[config.mk]
export PLATFORM = sky130hd
export DESIGN_NAME = audio_top
export DESIGN_NICKNAME = d
export VERILOG_FILES = /design/src/audio_bus_pkg.sv /design/src/audio_dsp_pkg.sv /design/src/audio_reg_decode.sv /design/src/tone_voice.sv /design/src/delta_sigma_dac.sv /design/src/audio_mixer.sv /design/src/audio_top.sv
export SDC_FILE = /design/constraint.sdc
export NUM_CORES = 1
export LEC_CHECK = 0
export ABC_AREA = 1
export ABC_CLOCK_PERIOD_IN_PS = 11000
export BUFFER_PORTS_ARGS = -buffer_cell sky130_fd_sc_hd__buf_4
export CAP_MARGIN = 20
export CORE_UTILIZATION = 50
export DETAILED_ROUTE_END_ITERATION = 10
export GPL_TIMING_DRIVEN = 1
export PLACE_DENSITY = 0.66
export SKIP_CTS_REPAIR_TIMING = 1
export SYNTH_ARGS = -nofsm -noshare
export SYNTH_HDL_FRONTEND = slang
export SYNTH_SLANG_ARGS = --single-unit
[constraint.sdc]
create_clock -name clk_i -period 11 [get_ports clk_i]
set_input_delay 2.2 -clock clk_i [delete_from_list [all_inputs] [get_ports clk_i]]
set_output_delay 2.2 -clock clk_i [all_outputs]
set_load 0.01 [all_outputs]
[src/audio_bus_pkg.sv]
// ****************************************
// Wishbone classic request/response types
// register map of the audio block
// control register bit positions
// ****************************************

package audio_bus_pkg;

    // master to slave, held until ack
    typedef struct packed {
        logic       cyc;  // bus cycle in progress
        logic       stb;  // strobe, valid transfer
        logic       we;   // 1 = write
        logic [2:0] adr;  // register select
        logic [7:0] dat;  // write data
    } wb_req_t;

    // slave to master
    typedef struct packed {
        logic       ack;  // one-cycle registered ack
        logic [7:0] dat;  // read data, valid with ack
    } wb_rsp_t;

    // register addresses, 4..7 unmapped
    localparam logic [2:0] REG_FREQ_LO = 3'd0;  // phase increment low byte
    localparam logic [2:0] REG_FREQ_HI = 3'd1;  // phase increment high byte
    localparam logic [2:0] REG_VOLUME  = 3'd2;  // amplitude 0..255
    localparam logic [2:0] REG_CTRL    = 3'd3;  // enable / waveform select

    localparam int CTRL_ENABLE_BIT = 0;  // voice runs when set
    localparam int CTRL_SAW_BIT    = 1;  // 1 = sawtooth, 0 = square

endpackage

[src/audio_dsp_pkg.sv]
// ****************************************
// audio sample type
// voice configuration struct
// waveform, mixer and DAC constants
// ****************************************

package audio_dsp_pkg;

    typedef logic signed [15:0] sample_t;  // signed 16-bit pcm

    // voice setup, driven straight from the registers
    typedef struct packed {
        logic [15:0] freq;    // phase increment per tick
        logic [7:0]  volume;  // unsigned amplitude
        logic        enable;  // 0 holds phase at zero
        logic        saw;     // waveform select
    } voice_cfg_t;

    // click from the port line, fixed magnitude
    localparam sample_t CLICK_LEVEL = 16'sh0800;

    // square peak is volume << 7, max 32640
    localparam int SQUARE_SHIFT = 7;

    // clamp limits of the mixer output
    localparam sample_t SAMPLE_MAX = 16'sh7fff;
    localparam sample_t SAMPLE_MIN = 16'sh8000;

    // 16-bit sum plus carry out
    localparam int DAC_ACC_W = 17;

endpackage

[src/audio_reg_decode.sv]
// ****************************************
// Wishbone classic slave, registered ack
// voice registers: freq lo/hi, volume, ctrl
// read mux registered to line up with ack
// ****************************************

`timescale 1ns/1ns

module audio_reg_decode (
    input  logic                     clk_i,
    input  logic                     reset_i,
    input  audio_bus_pkg::wb_req_t   wb_req_i,
    output audio_bus_pkg::wb_rsp_t   wb_rsp_o,
    output audio_dsp_pkg::voice_cfg_t voice_cfg_o
);
    import audio_bus_pkg::*;

    logic [7:0] freq_lo_q;  // REG_FREQ_LO
    logic [7:0] freq_hi_q;  // REG_FREQ_HI
    logic [7:0] volume_q;   // REG_VOLUME
    logic [7:0] ctrl_q;     // REG_CTRL, all 8 bits kept for readback

    logic       ack_q;      // one pulse per access
    logic [7:0] rd_dat_q;   // read data, valid with ack
    logic [7:0] rd_next;    // addressed register, combinational
    logic       access;     // new transfer this cycle

    // new transfer only while ack is low, so a held stb gets one ack
    assign access = wb_req_i.cyc && wb_req_i.stb && !ack_q;

    always_comb begin
        case (wb_req_i.adr)
            REG_FREQ_LO: rd_next = freq_lo_q;
            REG_FREQ_HI: rd_next = freq_hi_q;
            REG_VOLUME:  rd_next = volume_q;
            REG_CTRL:    rd_next = ctrl_q;
            default:     rd_next = 8'h00;  // unmapped reads 0
        endcase
    end

    always_ff @(posedge clk_i) begin
        if (reset_i) begin
            ack_q     <= 1'b0;
            rd_dat_q  <= 8'h00;
            freq_lo_q <= 8'h00;
            freq_hi_q <= 8'h00;
            volume_q  <= 8'h00;
            ctrl_q    <= 8'h00;
        end else begin
            ack_q <= access;  // ack one edge after request seen
            if (access) begin
                rd_dat_q <= rd_next;  // lands with ack
                if (wb_req_i.we) begin  // write on the ack edge
                    case (wb_req_i.adr)
                        REG_FREQ_LO: freq_lo_q <= wb_req_i.dat;
                        REG_FREQ_HI: freq_hi_q <= wb_req_i.dat;
                        REG_VOLUME:  volume_q  <= wb_req_i.dat;
                        REG_CTRL:    ctrl_q    <= wb_req_i.dat;
                        default:     ;  // unmapped, dropped
                    endcase
                end
            end
        end
    end

    assign wb_rsp_o.ack = ack_q;
    assign wb_rsp_o.dat = rd_dat_q;

    // voice sees new settings right after the ack edge
    assign voice_cfg_o.freq   = {freq_hi_q, freq_lo_q};
    assign voice_cfg_o.volume = volume_q;
    assign voice_cfg_o.enable = ctrl_q[CTRL_ENABLE_BIT];
    assign voice_cfg_o.saw    = ctrl_q[CTRL_SAW_BIT];

endmodule

[src/tone_voice.sv]
// ****************************************
// tone voice
// 16-bit phase accumulator on tick enable
// square or sawtooth, scaled by volume
// ****************************************

`timescale 1ns/1ns

module tone_voice (
    input  logic                      clk_i,
    input  logic                      reset_i,
    input  logic                      tick_en_i,
    input  audio_dsp_pkg::voice_cfg_t voice_cfg_i,
    output audio_dsp_pkg::sample_t    sample_o
);
    import audio_dsp_pkg::*;

    logic [15:0]        phase_q;     // wraps mod 2^16
    sample_t            sample_q;    // registered waveform
    sample_t            sq_amp;      // volume << SQUARE_SHIFT
    sample_t            sq_val;      // +/- sq_amp by phase msb
    logic signed [24:0] saw_prod;    // signed phase * volume
    logic signed [24:0] saw_scaled;  // product >>> 8
    sample_t            saw_val;     // fits, |value| <= 32640
    sample_t            shaped;      // selected waveform

    // phase advances only on ticks, held at zero while off
    always_ff @(posedge clk_i) begin
        if (reset_i) begin
            phase_q <= 16'h0000;
        end else if (!voice_cfg_i.enable) begin
            phase_q <= 16'h0000;  // known start of next note
        end else if (tick_en_i) begin
            phase_q <= phase_q + voice_cfg_i.freq;  // carry dropped
        end
    end

    // square: high half of the cycle positive
    assign sq_amp = {8'h00, voice_cfg_i.volume} << SQUARE_SHIFT;
    assign sq_val = phase_q[15] ? -sq_amp : sq_amp;

    // sawtooth: phase read as signed ramp, volume zero-extended
    assign saw_prod   = $signed(phase_q) * $signed({1'b0, voice_cfg_i.volume});
    assign saw_scaled = saw_prod >>> 8;
    assign saw_val    = saw_scaled[15:0];

    assign shaped = voice_cfg_i.saw ? saw_val : sq_val;

    // one register stage, the multiply folds into it
    always_ff @(posedge clk_i) begin
        if (reset_i) begin
            sample_q <= '0;
        end else if (!voice_cfg_i.enable) begin
            sample_q <= '0;  // silent when off
        end else begin
            sample_q <= shaped;
        end
    end

    assign sample_o = sample_q;

endmodule

[src/delta_sigma_dac.sv]
// ****************************************
// first-order delta-sigma modulator
// signed 16-bit in, 1-bit density out
// ****************************************

`timescale 1ns/1ns

module delta_sigma_dac (
    input  logic                   clk_i,
    input  logic                   reset_i,
    input  audio_dsp_pkg::sample_t dac_i,
    output logic                   dac_o
);
    import audio_dsp_pkg::*;

    logic [DAC_ACC_W-2:0] biased;  // offset binary, 0x8000 = silence
    logic [DAC_ACC_W-1:0] acc_q;   // msb is the carry out

    // flip to offset binary: -32768 -> 0, +32767 -> 0xffff
    assign biased = dac_i + 16'h8000;

    // carry is dropped each cycle, only the residue is kept
    always_ff @(posedge clk_i) begin
        if (reset_i) begin
            acc_q <= '0;
        end else begin
            acc_q <= {1'b0, acc_q[DAC_ACC_W-2:0]} + {1'b0, biased};
        end
    end

    assign dac_o = acc_q[DAC_ACC_W-1];  // ones density tracks level

endmodule

[src/audio_mixer.sv]
// ****************************************
// mixer: voice plus port-line click
// saturates to sample range, registered
// drives the delta-sigma DAC
// ****************************************

`timescale 1ns/1ns

module audio_mixer (
    input  logic                   clk_i,
    input  logic                   reset_i,
    input  audio_dsp_pkg::sample_t voice_i,
    input  logic                   cb2_i,
    input  logic                   diag_i,
    output logic                   audio_o
);
    import audio_dsp_pkg::*;

    sample_t            click;  // +/- CLICK_LEVEL
    logic signed [16:0] sum;    // one guard bit, no overflow
    sample_t            sat;    // clamped sum
    sample_t            mix_q;  // registered mixer output

    // click high only when the line and diag are both set
    assign click = (cb2_i && diag_i) ? CLICK_LEVEL : -CLICK_LEVEL;

    assign sum = {voice_i[15], voice_i} + {click[15], click};  // sign-extended add

    always_comb begin
        if (sum > SAMPLE_MAX) begin
            sat = SAMPLE_MAX;  // positive clip
        end else if (sum < SAMPLE_MIN) begin
            sat = SAMPLE_MIN;  // negative clip
        end else begin
            sat = sum[15:0];
        end
    end

    always_ff @(posedge clk_i) begin
        if (reset_i) begin
            mix_q <= '0;
        end else begin
            mix_q <= sat;
        end
    end

    delta_sigma_dac dac (
        .clk_i  (clk_i),
        .reset_i(reset_i),
        .dac_i  (mix_q),
        .dac_o  (audio_o)
    );

endmodule

[src/audio_top.sv]
// ****************************************
// audio block top level
// register decode -> tone voice -> mixer/DAC
// ****************************************

`timescale 1ns/1ns

module audio_top (
    input  logic                   clk_i,
    input  logic                   reset_i,
    input  audio_bus_pkg::wb_req_t wb_req_i,  // CPU-side Wishbone
    output audio_bus_pkg::wb_rsp_t wb_rsp_o,
    input  logic                   tick_en_i,  // voice tick enable
    input  logic                   cb2_i,      // port line for the click
    input  logic                   diag_i,     // gates the click
    output logic                   audio_o     // 1-bit audio
);
    import audio_dsp_pkg::*;

    voice_cfg_t voice_cfg;     // register outputs to the voice
    sample_t    voice_sample;  // voice to mixer

    audio_reg_decode decode (
        .clk_i      (clk_i),
        .reset_i    (reset_i),
        .wb_req_i   (wb_req_i),
        .wb_rsp_o   (wb_rsp_o),
        .voice_cfg_o(voice_cfg)
    );

    tone_voice voice (
        .clk_i      (clk_i),
        .reset_i    (reset_i),
        .tick_en_i  (tick_en_i),
        .voice_cfg_i(voice_cfg),
        .sample_o   (voice_sample)
    );

    audio_mixer mixer (
        .clk_i  (clk_i),
        .reset_i(reset_i),
        .voice_i(voice_sample),
        .cb2_i  (cb2_i),
        .diag_i (diag_i),
        .audio_o(audio_o)
    );

endmodule

==> flow_metrics.env, run 1 <==
export IMPL_synth_edf_count=0
export IMPL_syn_nets=1647
export IMPL_rsz0062_at_grt="no"
export IMPL_max_vdd_ir_drop_v=0.0000664
export IMPL_p_leak_nw=5.89
export IMPL_antenna_left=0
export IMPL_maxSlewHeadroom=0.382
export IMPL_fmax_ghz=0.192
export IMPL_die_width_um=146
export IMPL_yosysSeqAreaShare=0.205
export IMPL_fill_cells=1968
export IMPL_path_max_fanout=17
export IMPL_tritoncts="done"
export IMPL_synth_flop_cell="dfxtp_1"
export IMPL_antenna_found_initial=0
export IMPL_cap_violations=0
export IMPL_clk_pin_slew_ns=0.07
export IMPL_synth_area_top_cells="dfxtp_1 21%, fa_1 20%, inv_1 12%, nand2_1 11%, ha_1 9.7%"
export IMPL_routed_wl_mm=25.7
export IMPL_min_period_over_period=0.473
export IMPL_ff2ff_path_depth=16
export IMPL_grt_overflow=0
export IMPL_dr_pass1_iters=5
export IMPL_place_port_buffers=28
export IMPL_yosysUniqueCellTypes=50
export IMPL_ys_warn_count=0
export IMPL_total_power_mw=0.829
export IMPL_multi_input_area_mm2=0.00679
export IMPL_yosys_top_cells_count="318 x inv_1, 300 x nand2_1, 114 x nor2_1"
export IMPL_h_tree_depth=3
export IMPL_root_buffer="clkbuf_16"
export IMPL_worstHoldPathCells=2
export IMPL_ys_seq_elements=106
export IMPL_nets=1639
export IMPL_routabilityCongestion=0.919
export IMPL_clk_path_buf_depth=2
export IMPL_netlist_area_mm2=0.0103
export IMPL_grt_pass1_wl_mm=42.1
export IMPL_async_reset_ff_frac=0
export IMPL_rows=52
export IMPL_core_area_mm2=0.0202
export IMPL_maxSlewViolCount=0
export IMPL_die_area_mm2=0.0213
export IMPL_grt_usage=0.249
export IMPL_crit_chain="nand2_1, inv_1, fa_1, inv_1, fa_1, fa_1, fa_1, inv_1, ha_1, nand3_1, nor3_1, nand4_1, nand3_1, nand2_1, nand3_1, a21oi_1"
export IMPL_setup_worst_path_end_class="flop"
export IMPL_synth_top_area_share=0.205
export IMPL_hold_viol_final=0
export IMPL_critical_path_max_stage_delay_ns=0.79
export IMPL_drt_vias_per_instance=5.11
export IMPL_power_density_mw_per_mm2=75.2
export IMPL_min_from="decode.rd_dat_q[0]"
export IMPL_period_needed_ns=5.20
export IMPL_post_route_drc_count=0
export IMPL_seq_area_mm2=0.00212
export IMPL_clock_sinks=106
export IMPL_clkLatencyLatePin_ns=0.35
export IMPL_drt_iter0_drc=548
export IMPL_setup_violations=0
export IMPL_cts_buffers=9
export IMPL_hold_class="reg2reg"
export IMPL_start_util=0.511
export IMPL_r2r_end="voice.sample_o[14]"
export IMPL_fin_skew_ns=0.00809
export IMPL_grt_max_degree=43
export IMPL_ios=29
export IMPL_wl_per_cell_um=15.0
export IMPL_grt_pass1_vias=8519
export IMPL_worstSetupPathType="reg2reg"
export IMPL_rrSetupSlack_ns=5.80
export IMPL_outcome="finished, final reports clean"
export IMPL_cp_slowest_cell="dfxtp_1"
export IMPL_hold_end="decode.rd_dat_q[0]"
export IMPL_worstPathRequired_ns=11.20
export IMPL_worstPathArrival_ns=5.40
export IMPL_dp_final_hpwl_mm=20.6
export IMPL_startpoint_type="flop"
export IMPL_vias=8753
export IMPL_antennaDiodeCount=0
export IMPL_synth_avg_cell_area_um2=7.16
export IMPL_yosys_cell_count_top_type="inv_1"
export IMPL_die_y_um=146
export IMPL_fin_tns_setup_ns=0
export IMPL_area_growth_pct=6.62
export IMPL_r2r_start="decode.volume_q[0]"
export IMPL_tightest_slew_ns=0.926
export IMPL_synth_top_area_cell="dfxtp_1"
export IMPL_synth_cells=1446
export IMPL_drive_above_1_share=0.0603
export IMPL_crit_top_cell="fa_1"
## cells by family after synthesis
| family | count (synthesis) | share of synthesized area |
|---|---|---|
| xor gates and xnor gates | 21 | 0.0185 |
| DFF | 106 | 0.205 |
| buffers and inverters | 374 | 0.139 |
| and+or+nand+nor | 527 | 0.214 |
| adders and majority gates | 182 | 0.294 |
| AOI/OAI and AO/OA | 236 | 0.130 |
## critical path, delay by kind of cell, from the launching register on
kind | cells | cell delay, ns
buffers and inverters | 3 | 0.49
DFF | 1 | 0.79
and+or+nand+nor | 7 | 1.23
adders and majority gates | 5 | 2.47
AOI/OAI and AO/OA | 1 | 0.07
## metrics by stage
stage / hold slack [ns] / std cells / setup slack [ns] / util / area, um^2
finish: 0.470 / 1712 / 5.80 / 0.545 / 11000
global route: 0.496 / 1712 / 5.53 / 0.545 / 11000
detailed placement: 0.461 / 1696 / 5.87 / 0.528 / 10700
global placement: 0.456 / 1696 / 5.88 / 0.528 / 10700
CTS: 0.473 / 1711 / 5.85 / 0.544 / 11000
floorplan: 0.444 / 1446 / 6.49 / - / 10300
## worst max path at each step
stage                             from                 end  slack (ns)  cells past startpoint
CTS                 decode.volume_q[0]  voice.sample_o[14]        5.85                     16
floorplan            voice.phase_q[15]  voice.sample_o[14]        6.49                     18
finish              decode.volume_q[0]  voice.sample_o[14]        5.80                     16
global placement    decode.volume_q[0]  voice.sample_o[14]        5.88                     16
global route        decode.volume_q[0]  voice.sample_o[14]        5.53                     16
detailed placement  decode.volume_q[0]  voice.sample_o[14]        5.87                     16
## metal layers
| metal | track usage | vias to the layer above | wire length [um] |
|---|---|---|---|
| met5 | 0 | - | 0 |
| met4 | 0.0842 | 0 | 723 |
| met3 | 0.0329 | 34 | 1190 |
| met2 | 0.422 | 215 | 12200 |
| met1 | 0.328 | 4072 | 11500 |
| li1 | - | 4432 | - |
## sequential cells by signal (all words and copies together) (netlist names)
name and flops:
decode.ack_q 1, decode.ctrl_q 8, decode.freq_hi_q 8, decode.freq_lo_q 8, decode.rd_dat_q 8, decode.volume_q 8, mixer.dac.acc_q 17, mixer.mix_q 16
voice.phase_q 16, voice.sample_o 16
## where the power goes
group          internal (mW)  switching, mW  total, mW
Sequential             0.395        0.00686      0.402
Clock                  0.201          0.148      0.349
Combinational         0.0293         0.0490     0.0782
## cells in the final DEF, fill, tap and decap left out, types with 4 or more instances in the layout
master,n
o21bai_1,5
nor3_1,15
o211ai_1,4
o21a_1,4
clkbuf_16,9
a21oi_2,11
fa_1,102
o21ai_0,74
nand3_1,63
nand2_2,5
xnor2_1,10
nand4_1,6
a21oi_1,109
nand3b_1,4
buf_4,30
nor2_1,114
a22oi_1,6
dfxtp_1,106
nand2_1,300
a21o_1,7
nor2_2,5
inv_1,318
xor2_1,10
ha_1,80
## area by class of cell
cell class                      count  area share
Multi-Input combinational cell    966       0.615
Inverter                          324       0.110
Clock inverter                      5     0.00783
Sequential cell                   106       0.192
Tap cell                          270      0.0306
Timing Repair Buffer               31      0.0229
Clock buffer                       10      0.0208
Power figures use the tool's default switching activity.
==> run 2, diff against run 1 <==
--- a/config.mk
+++ b/config.mk
@@ -6,13 +6,13 @@
 export NUM_CORES = 1
 export LEC_CHECK = 0
 export ABC_AREA = 1
-export ABC_CLOCK_PERIOD_IN_PS = 11000
+export ABC_CLOCK_PERIOD_IN_PS = 4400
 export BUFFER_PORTS_ARGS = -buffer_cell sky130_fd_sc_hd__buf_4
 export CAP_MARGIN = 20
 export CORE_UTILIZATION = 50
 export DETAILED_ROUTE_END_ITERATION = 10
 export GPL_TIMING_DRIVEN = 1
-export PLACE_DENSITY = 0.66
+export PLACE_DENSITY = 0.69
 export SKIP_CTS_REPAIR_TIMING = 1
 export SYNTH_ARGS = -nofsm -noshare
 export SYNTH_HDL_FRONTEND = slang
==> constraint.sdc (replaced) <==
create_clock -name clk_i -period 4.4 [get_ports clk_i]
set_input_delay 0.88 -clock clk_i [delete_from_list [all_inputs] [get_ports clk_i]]
set_output_delay 0.88 -clock clk_i [all_outputs]
set_load 0.01 [all_outputs]
==> run 2 against run 1 <==
  * Critical path depth rose by 4
  * Count of clock-buffer cells in the layout grew 1
  * Combinational power grew to 2.6 times the previous value
  * Sequential power rose by 150%
  * Utilization increased by 6.4 points
  * Clock skew barely moved
  * Cell area up 12%
  * Clock power rose by 130%
  * Register-to-register slack worse by 5.7 ns
==> flow_metrics.env, run 2 (synthesis gave the netlist of run 1 again) <==
export IMPL_die_width_um=146
export IMPL_nets=1747
export IMPL_design_area_mm2=0.0123
export IMPL_vias=9309
export IMPL_r2r_start="decode.volume_q[1]"
export IMPL_p_leak_nw=6.54
export IMPL_startpoint_type="flop"
export IMPL_r2r_end="voice.sample_o[10]"
export IMPL_outcome="finished, final reports clean"
export IMPL_min_from="decode.rd_dat_q[4]"
export IMPL_start_util=0.511
export IMPL_cap_violations=0
export IMPL_min_period_over_period=0.974
export IMPL_fin_util=0.609
export IMPL_max_vdd_ir_drop_v=0.000172
export IMPL_antenna_left=0
export IMPL_hold_end="decode.rd_dat_q[4]"
export IMPL_drive_above_1_share=0.185
export IMPL_cp_slowest_cell="fa_1"
export IMPL_tritoncts="done"
export IMPL_fmax_ghz=0.233
export IMPL_ios=29
export IMPL_routabilityCongestion=0.936
export IMPL_core_area_mm2=0.0202
export IMPL_maxSlewHeadroom=0.434
export IMPL_hold_class="reg2reg"
export IMPL_grt_overflow=0
export IMPL_clk_pin_slew_ns=0.07
export IMPL_die_y_um=146
export IMPL_place_port_buffers=28
export IMPL_final_cell_mix="308 x inv_1, 286 x nand2_1, 130 x buf_4"
export IMPL_grt_usage=0.251
export IMPL_instances_no_fill=1822
export IMPL_final_setup_worst_slack_ns=0.116
export IMPL_power_density_mw_per_mm2=162
export IMPL_grt_pass1_wl_mm=42.9
export IMPL_routed_wl_mm=26.7
export IMPL_fin_tns_setup_ns=0
export IMPL_drt_iter0_drc=546
export IMPL_hold_viol_final=0
export IMPL_setup_worst_path_end_class="flop"
export IMPL_critical_path_max_stage_delay_ns=0.52
export IMPL_post_route_drc_count=0
export IMPL_dp_slack_ns=-0.265
export IMPL_cts_buffers=9
export IMPL_total_power_mw=2.00
export IMPL_crit_chain="buf_6, nand2_1, fa_1, inv_1, fa_1, inv_1, fa_1, inv_1, fa_1, ha_4, inv_1, o21ai_2, a21boi_4, nand2_4, buf_4, nand3_1, nand2_1, or2_2, nand2_1, a21oi_1"
export IMPL_fill_cells=1797
export IMPL_rsz0062_at_grt="yes"
export IMPL_rrSetupSlack_ns=0.12
export IMPL_dp_cells=1790
export IMPL_setup_violations=0
export IMPL_clock_sinks=106
export IMPL_tightest_slew_ns=0.848
export IMPL_root_buffer="clkbuf_16"
export IMPL_dp_final_hpwl_mm=21.2
export IMPL_worstSetupPathType="reg2reg"
export IMPL_worstPathRequired_ns=4.60
export IMPL_antenna_found_initial=2
export IMPL_maxSlewViolCount=0
export IMPL_clk_path_buf_depth=2
export IMPL_worstHoldPathCells=2
export IMPL_drt_vias_per_instance=5.11
export IMPL_fin_skew_ns=0.00836
export IMPL_largest_reg_flops=17
export IMPL_area_growth_pct=19.1
export IMPL_period_needed_ns=4.28
export IMPL_dpl_instance_area_mm2=0.0114
export IMPL_grt_pass1_vias=8964
export IMPL_die_area_mm2=0.0213
export IMPL_largest_register="mixer.dac.acc_q"
export IMPL_whs_ns=0.467
export IMPL_grt_max_degree=35
export IMPL_dr_pass1_iters=5
export IMPL_rows=52
export IMPL_wl_per_cell_um=14.7
export IMPL_clkLatencyLatePin_ns=0.35
export IMPL_ff2ff_path_depth=20
export IMPL_worstPathArrival_ns=4.48
export IMPL_path_max_fanout=7
export IMPL_final_common_cell="inv_1"
export IMPL_h_tree_depth=3
run 2: power by group:
| group | internal (mW) | switching [mW] |
|---|---|---|
| sequential | 0.983 | 0.0148 |
| clock | 0.410 | 0.388 |
| combinational | 0.0754 | 0.129 |
| total | 1.47 | 0.531 |
run 2: worst max-delay path by stage:
stage	startpoint	endpoint	slack (ns)	cells past startpoint
after floorplan	voice.phase_q[15]	voice.sample_o[13]	0.002	22
after global placement	decode.volume_q[5]	voice.sample_o[13]	-0.29	20
after detailed placement	decode.volume_q[5]	voice.sample_o[13]	-0.27	19
after CTS	decode.volume_q[5]	voice.sample_o[13]	-0.29	20
after global routing	decode.volume_q[2]	voice.sample_o[13]	-0.07	19
final	decode.volume_q[1]	voice.sample_o[10]	0.12	20
run 2: worst max-delay path: cells and delay by family, from the launching register on:
kind | cells | cell delay, ns
buffers and inverters | 6 | 0.56
adder cells (fa/ha/maj) | 5 | 2.21
flip-flops | 1 | 0.41
AO/OA/AOI/OAI | 3 | 0.36
AND/OR/NAND/NOR | 6 | 0.59
run 2: per-layer routing:
layer | vias to the layer above | wire (um) | global-route usage
li1 | 4637 | - | -
met1 | 4349 | 11400 | 0.320
met2 | 256 | 13200 | 0.439
met3 | 65 | 1330 | 0.0395
met4 | 2 | 774 | 0.0732
met5 | - | 13 | 0
run 2: final cells by class:
| class | count | area [um^2] | share of cell area |
|---|---|---|---|
| multi-input cells | 966 | 7220 | 0.586 |
| flip-flops and latches | 106 | 2160 | 0.176 |
| inverters | 324 | 1220 | 0.0989 |
| repair buffers | 139 | 1090 | 0.0888 |
| well taps | 270 | 338 | 0.0274 |
| clock buffers | 11 | 243 | 0.0197 |
| clock inverters | 5 | 45.0 | 0.00365 |
| diodes | 1 | 2.50 | 0.000203 |
==> run 3, diff against run 2 <==
--- a/config.mk
+++ b/config.mk
@@ -10,7 +10,9 @@
 export BUFFER_PORTS_ARGS = -buffer_cell sky130_fd_sc_hd__buf_4
 export CAP_MARGIN = 20
 export CORE_UTILIZATION = 50
+export CTS_BUF_LIST = sky130_fd_sc_hd__clkbuf_4 sky130_fd_sc_hd__clkbuf_8 sky130_fd_sc_hd__clkbuf_16
 export DETAILED_ROUTE_END_ITERATION = 10
+export GPL_ROUTABILITY_DRIVEN = 0
 export GPL_TIMING_DRIVEN = 1
 export PLACE_DENSITY = 0.69
 export SKIP_CTS_REPAIR_TIMING = 1
==> run 3 against run 2 <==
  * Cell area rose by 0.82%
  * Worst setup slack got worse by 0.039 ns
  * Die area did not move
  * Non-clock buffer count rose by 13
  * Clock power fell by 0.5%
  * Wire length rose by 2.1%
  * Final cell count rose by 0.66%
  * Sequential share of layout area fell by 0.053 points
  * Register-to-register slack got worse by 0.04 ns
  * First-iteration DRC count rose by 35%
  * Power fell by 0.30%
  * Utilization rose by 0.50 points
  * Critical endpoint is now voice.sample_o[15]
==> flow_metrics.env, run 3 (synthesis gave the netlist of run 1 again) <==
export IMPL_largest_register="mixer.dac.acc_q"
export IMPL_drt_iter0_drc=737
export IMPL_setup_worst_path_end_class="flop"
export IMPL_dpl_instance_area_mm2=0.0114
export IMPL_grt_pass1_wl_mm=43.1
export IMPL_area_growth_pct=20.1
export IMPL_drive_above_1_share=0.196
export IMPL_critical_path_max_stage_delay_ns=0.57
export IMPL_maxSlewViolCount=0
export IMPL_worstPathArrival_ns=4.60
export IMPL_die_width_um=146
export IMPL_clk_path_buf_depth=2
export IMPL_max_vdd_ir_drop_v=0.000175
export IMPL_final_common_cell="inv_1"
export IMPL_maxSlewHeadroom=0.437
export IMPL_drt_vias_per_instance=5.19
export IMPL_crit_chain="buf_6, nand2_1, inv_2, fa_1, inv_4, buf_6, fa_2, buf_6, fa_1, fa_1, inv_2, ha_4, nand4_1, nor2_2, nand3_2, nand3_1, nand3_2, a21oi_2"
export IMPL_min_period_over_period=0.982
export IMPL_cp_slowest_cell="fa_1"
export IMPL_routed_wl_mm=27.3
export IMPL_path_buf_inv=6
export IMPL_rows=52
export IMPL_instances_no_fill=1834
export IMPL_period_needed_ns=4.32
export IMPL_hold_class="reg2reg"
export IMPL_place_port_buffers=28
export IMPL_final_cell_mix="300 x inv_1, 288 x nand2_1, 139 x buf_4"
export IMPL_worstPathRequired_ns=4.68
export IMPL_dp_cells=1793
export IMPL_antenna_found_initial=0
export IMPL_cts_buffers=9
export IMPL_start_util=0.511
export IMPL_grt_max_degree=35
export IMPL_grt_usage=0.250
export IMPL_root_buffer="clkbuf_16"
export IMPL_post_route_drc_count=0
export IMPL_rsz0062_at_grt="yes"
export IMPL_ios=29
export IMPL_largest_reg_flops=17
export IMPL_dp_final_hpwl_mm=21.0
export IMPL_fmax_ghz=0.231
export IMPL_cap_violations=0
export IMPL_h_tree_depth=3
export IMPL_critPathTopFamily="adder cells"
export IMPL_startpoint_type="flop"
export IMPL_antennaDiodeCount=0
export IMPL_path_max_fanout=7
export IMPL_power_density_mw_per_mm2=160
export IMPL_clk_pin_slew_ns=0.07
export IMPL_wl_met3_mm=1.40
export IMPL_p_leak_nw=6.57
export IMPL_vias=9515
export IMPL_clkLatencyLatePin_ns=0.36
export IMPL_die_area_mm2=0.0213
export IMPL_wl_met1_mm=11.8
export IMPL_setup_violations=0
export IMPL_antenna_left=0
export IMPL_die_y_um=146
export IMPL_grt_overflow=0
export IMPL_tightest_slew_ns=0.844
export IMPL_wl_per_cell_um=14.9
export IMPL_clock_sinks=106
export IMPL_design_area_mm2=0.0124
export IMPL_hold_viol_final=0
export IMPL_fin_skew_ns=0.0128
export IMPL_grt_pass1_vias=9054
export IMPL_tritoncts="done"
export IMPL_top_layer="met4"
export IMPL_core_area_mm2=0.0202
export IMPL_nets=1760
export IMPL_dr_pass1_iters=6
export IMPL_wl_met2_mm=13.3
export IMPL_outcome="finished, final reports clean"
export IMPL_worstSetupPathType="reg2reg"
run 3: cell types whose count changed in the layout (fill, tap and decap cells not counted), sizes merged:
cell      before  now
buf          139  152
clkbuf        11   10
clkinv         4    5
clkinvlp       1    2
diode          1    0
inv          324  323
run 3: worst paths after layout:
path                            from                 end  slack, ns  cells after the start
setup / recovery  decode.volume_q[2]  voice.sample_o[15]       0.08                     18
hold / removal    decode.rd_dat_q[6]  decode.rd_dat_q[6]       0.47                      2
setup reg to reg  decode.volume_q[2]  voice.sample_o[15]       0.08                     18
hold reg to reg   decode.rd_dat_q[6]  decode.rd_dat_q[6]       0.47                      2
run 3: cell type report:
cell class	instances	area (um^2)
well taps	270	338
fillers	1747	7810
multi-input cells	966	7200
clock inverters	6	48.8
inverters	324	1220
clock buffers	10	239
flip-flops and latches	106	2170
repair buffers	152	1210
run 3: routing by layer:
layer,global-route usage,up-vias
li1,-,4669
met1,0.331,4476
met2,0.428,294
met3,0.0310,76
met4,0.0732,0
met5,0,-
run 3: power breakdown:
group | total [mW] | leakage (nW) | switching, mW | internal, mW
clock network | 0.794 | 0.137 | 0.388 | 0.406
logic | 0.205 | 5.56 | 0.129 | 0.0764
registers | 0.994 | 0.872 | 0.0145 | 0.980
run 3: per-stage QoR:
stage,TNS [ns],hold slack [ns],setup WS (ns),power (mW),utilization
2_1_floorplan,0,0.444,0.00150,1.16,-
3_3_place_gp,-0.918,0.456,-0.377,1.22,0.565
3_5_place_dp,-1.37,0.459,-0.344,1.22,0.565
4_1_cts,-1.71,0.470,-0.382,2.01,0.579
5_1_grt,-0.714,0.490,-0.119,2.07,0.614
6_report,0,0.470,0.0771,1.99,0.614
run 3: worst min-delay path, delay by kind of cell, from the launching register on:
family	cells	cell delay, ns
DFF	1	0.31
and+or+nand+nor	1	0.06
AOI/OAI and AO/OA	1	0.05
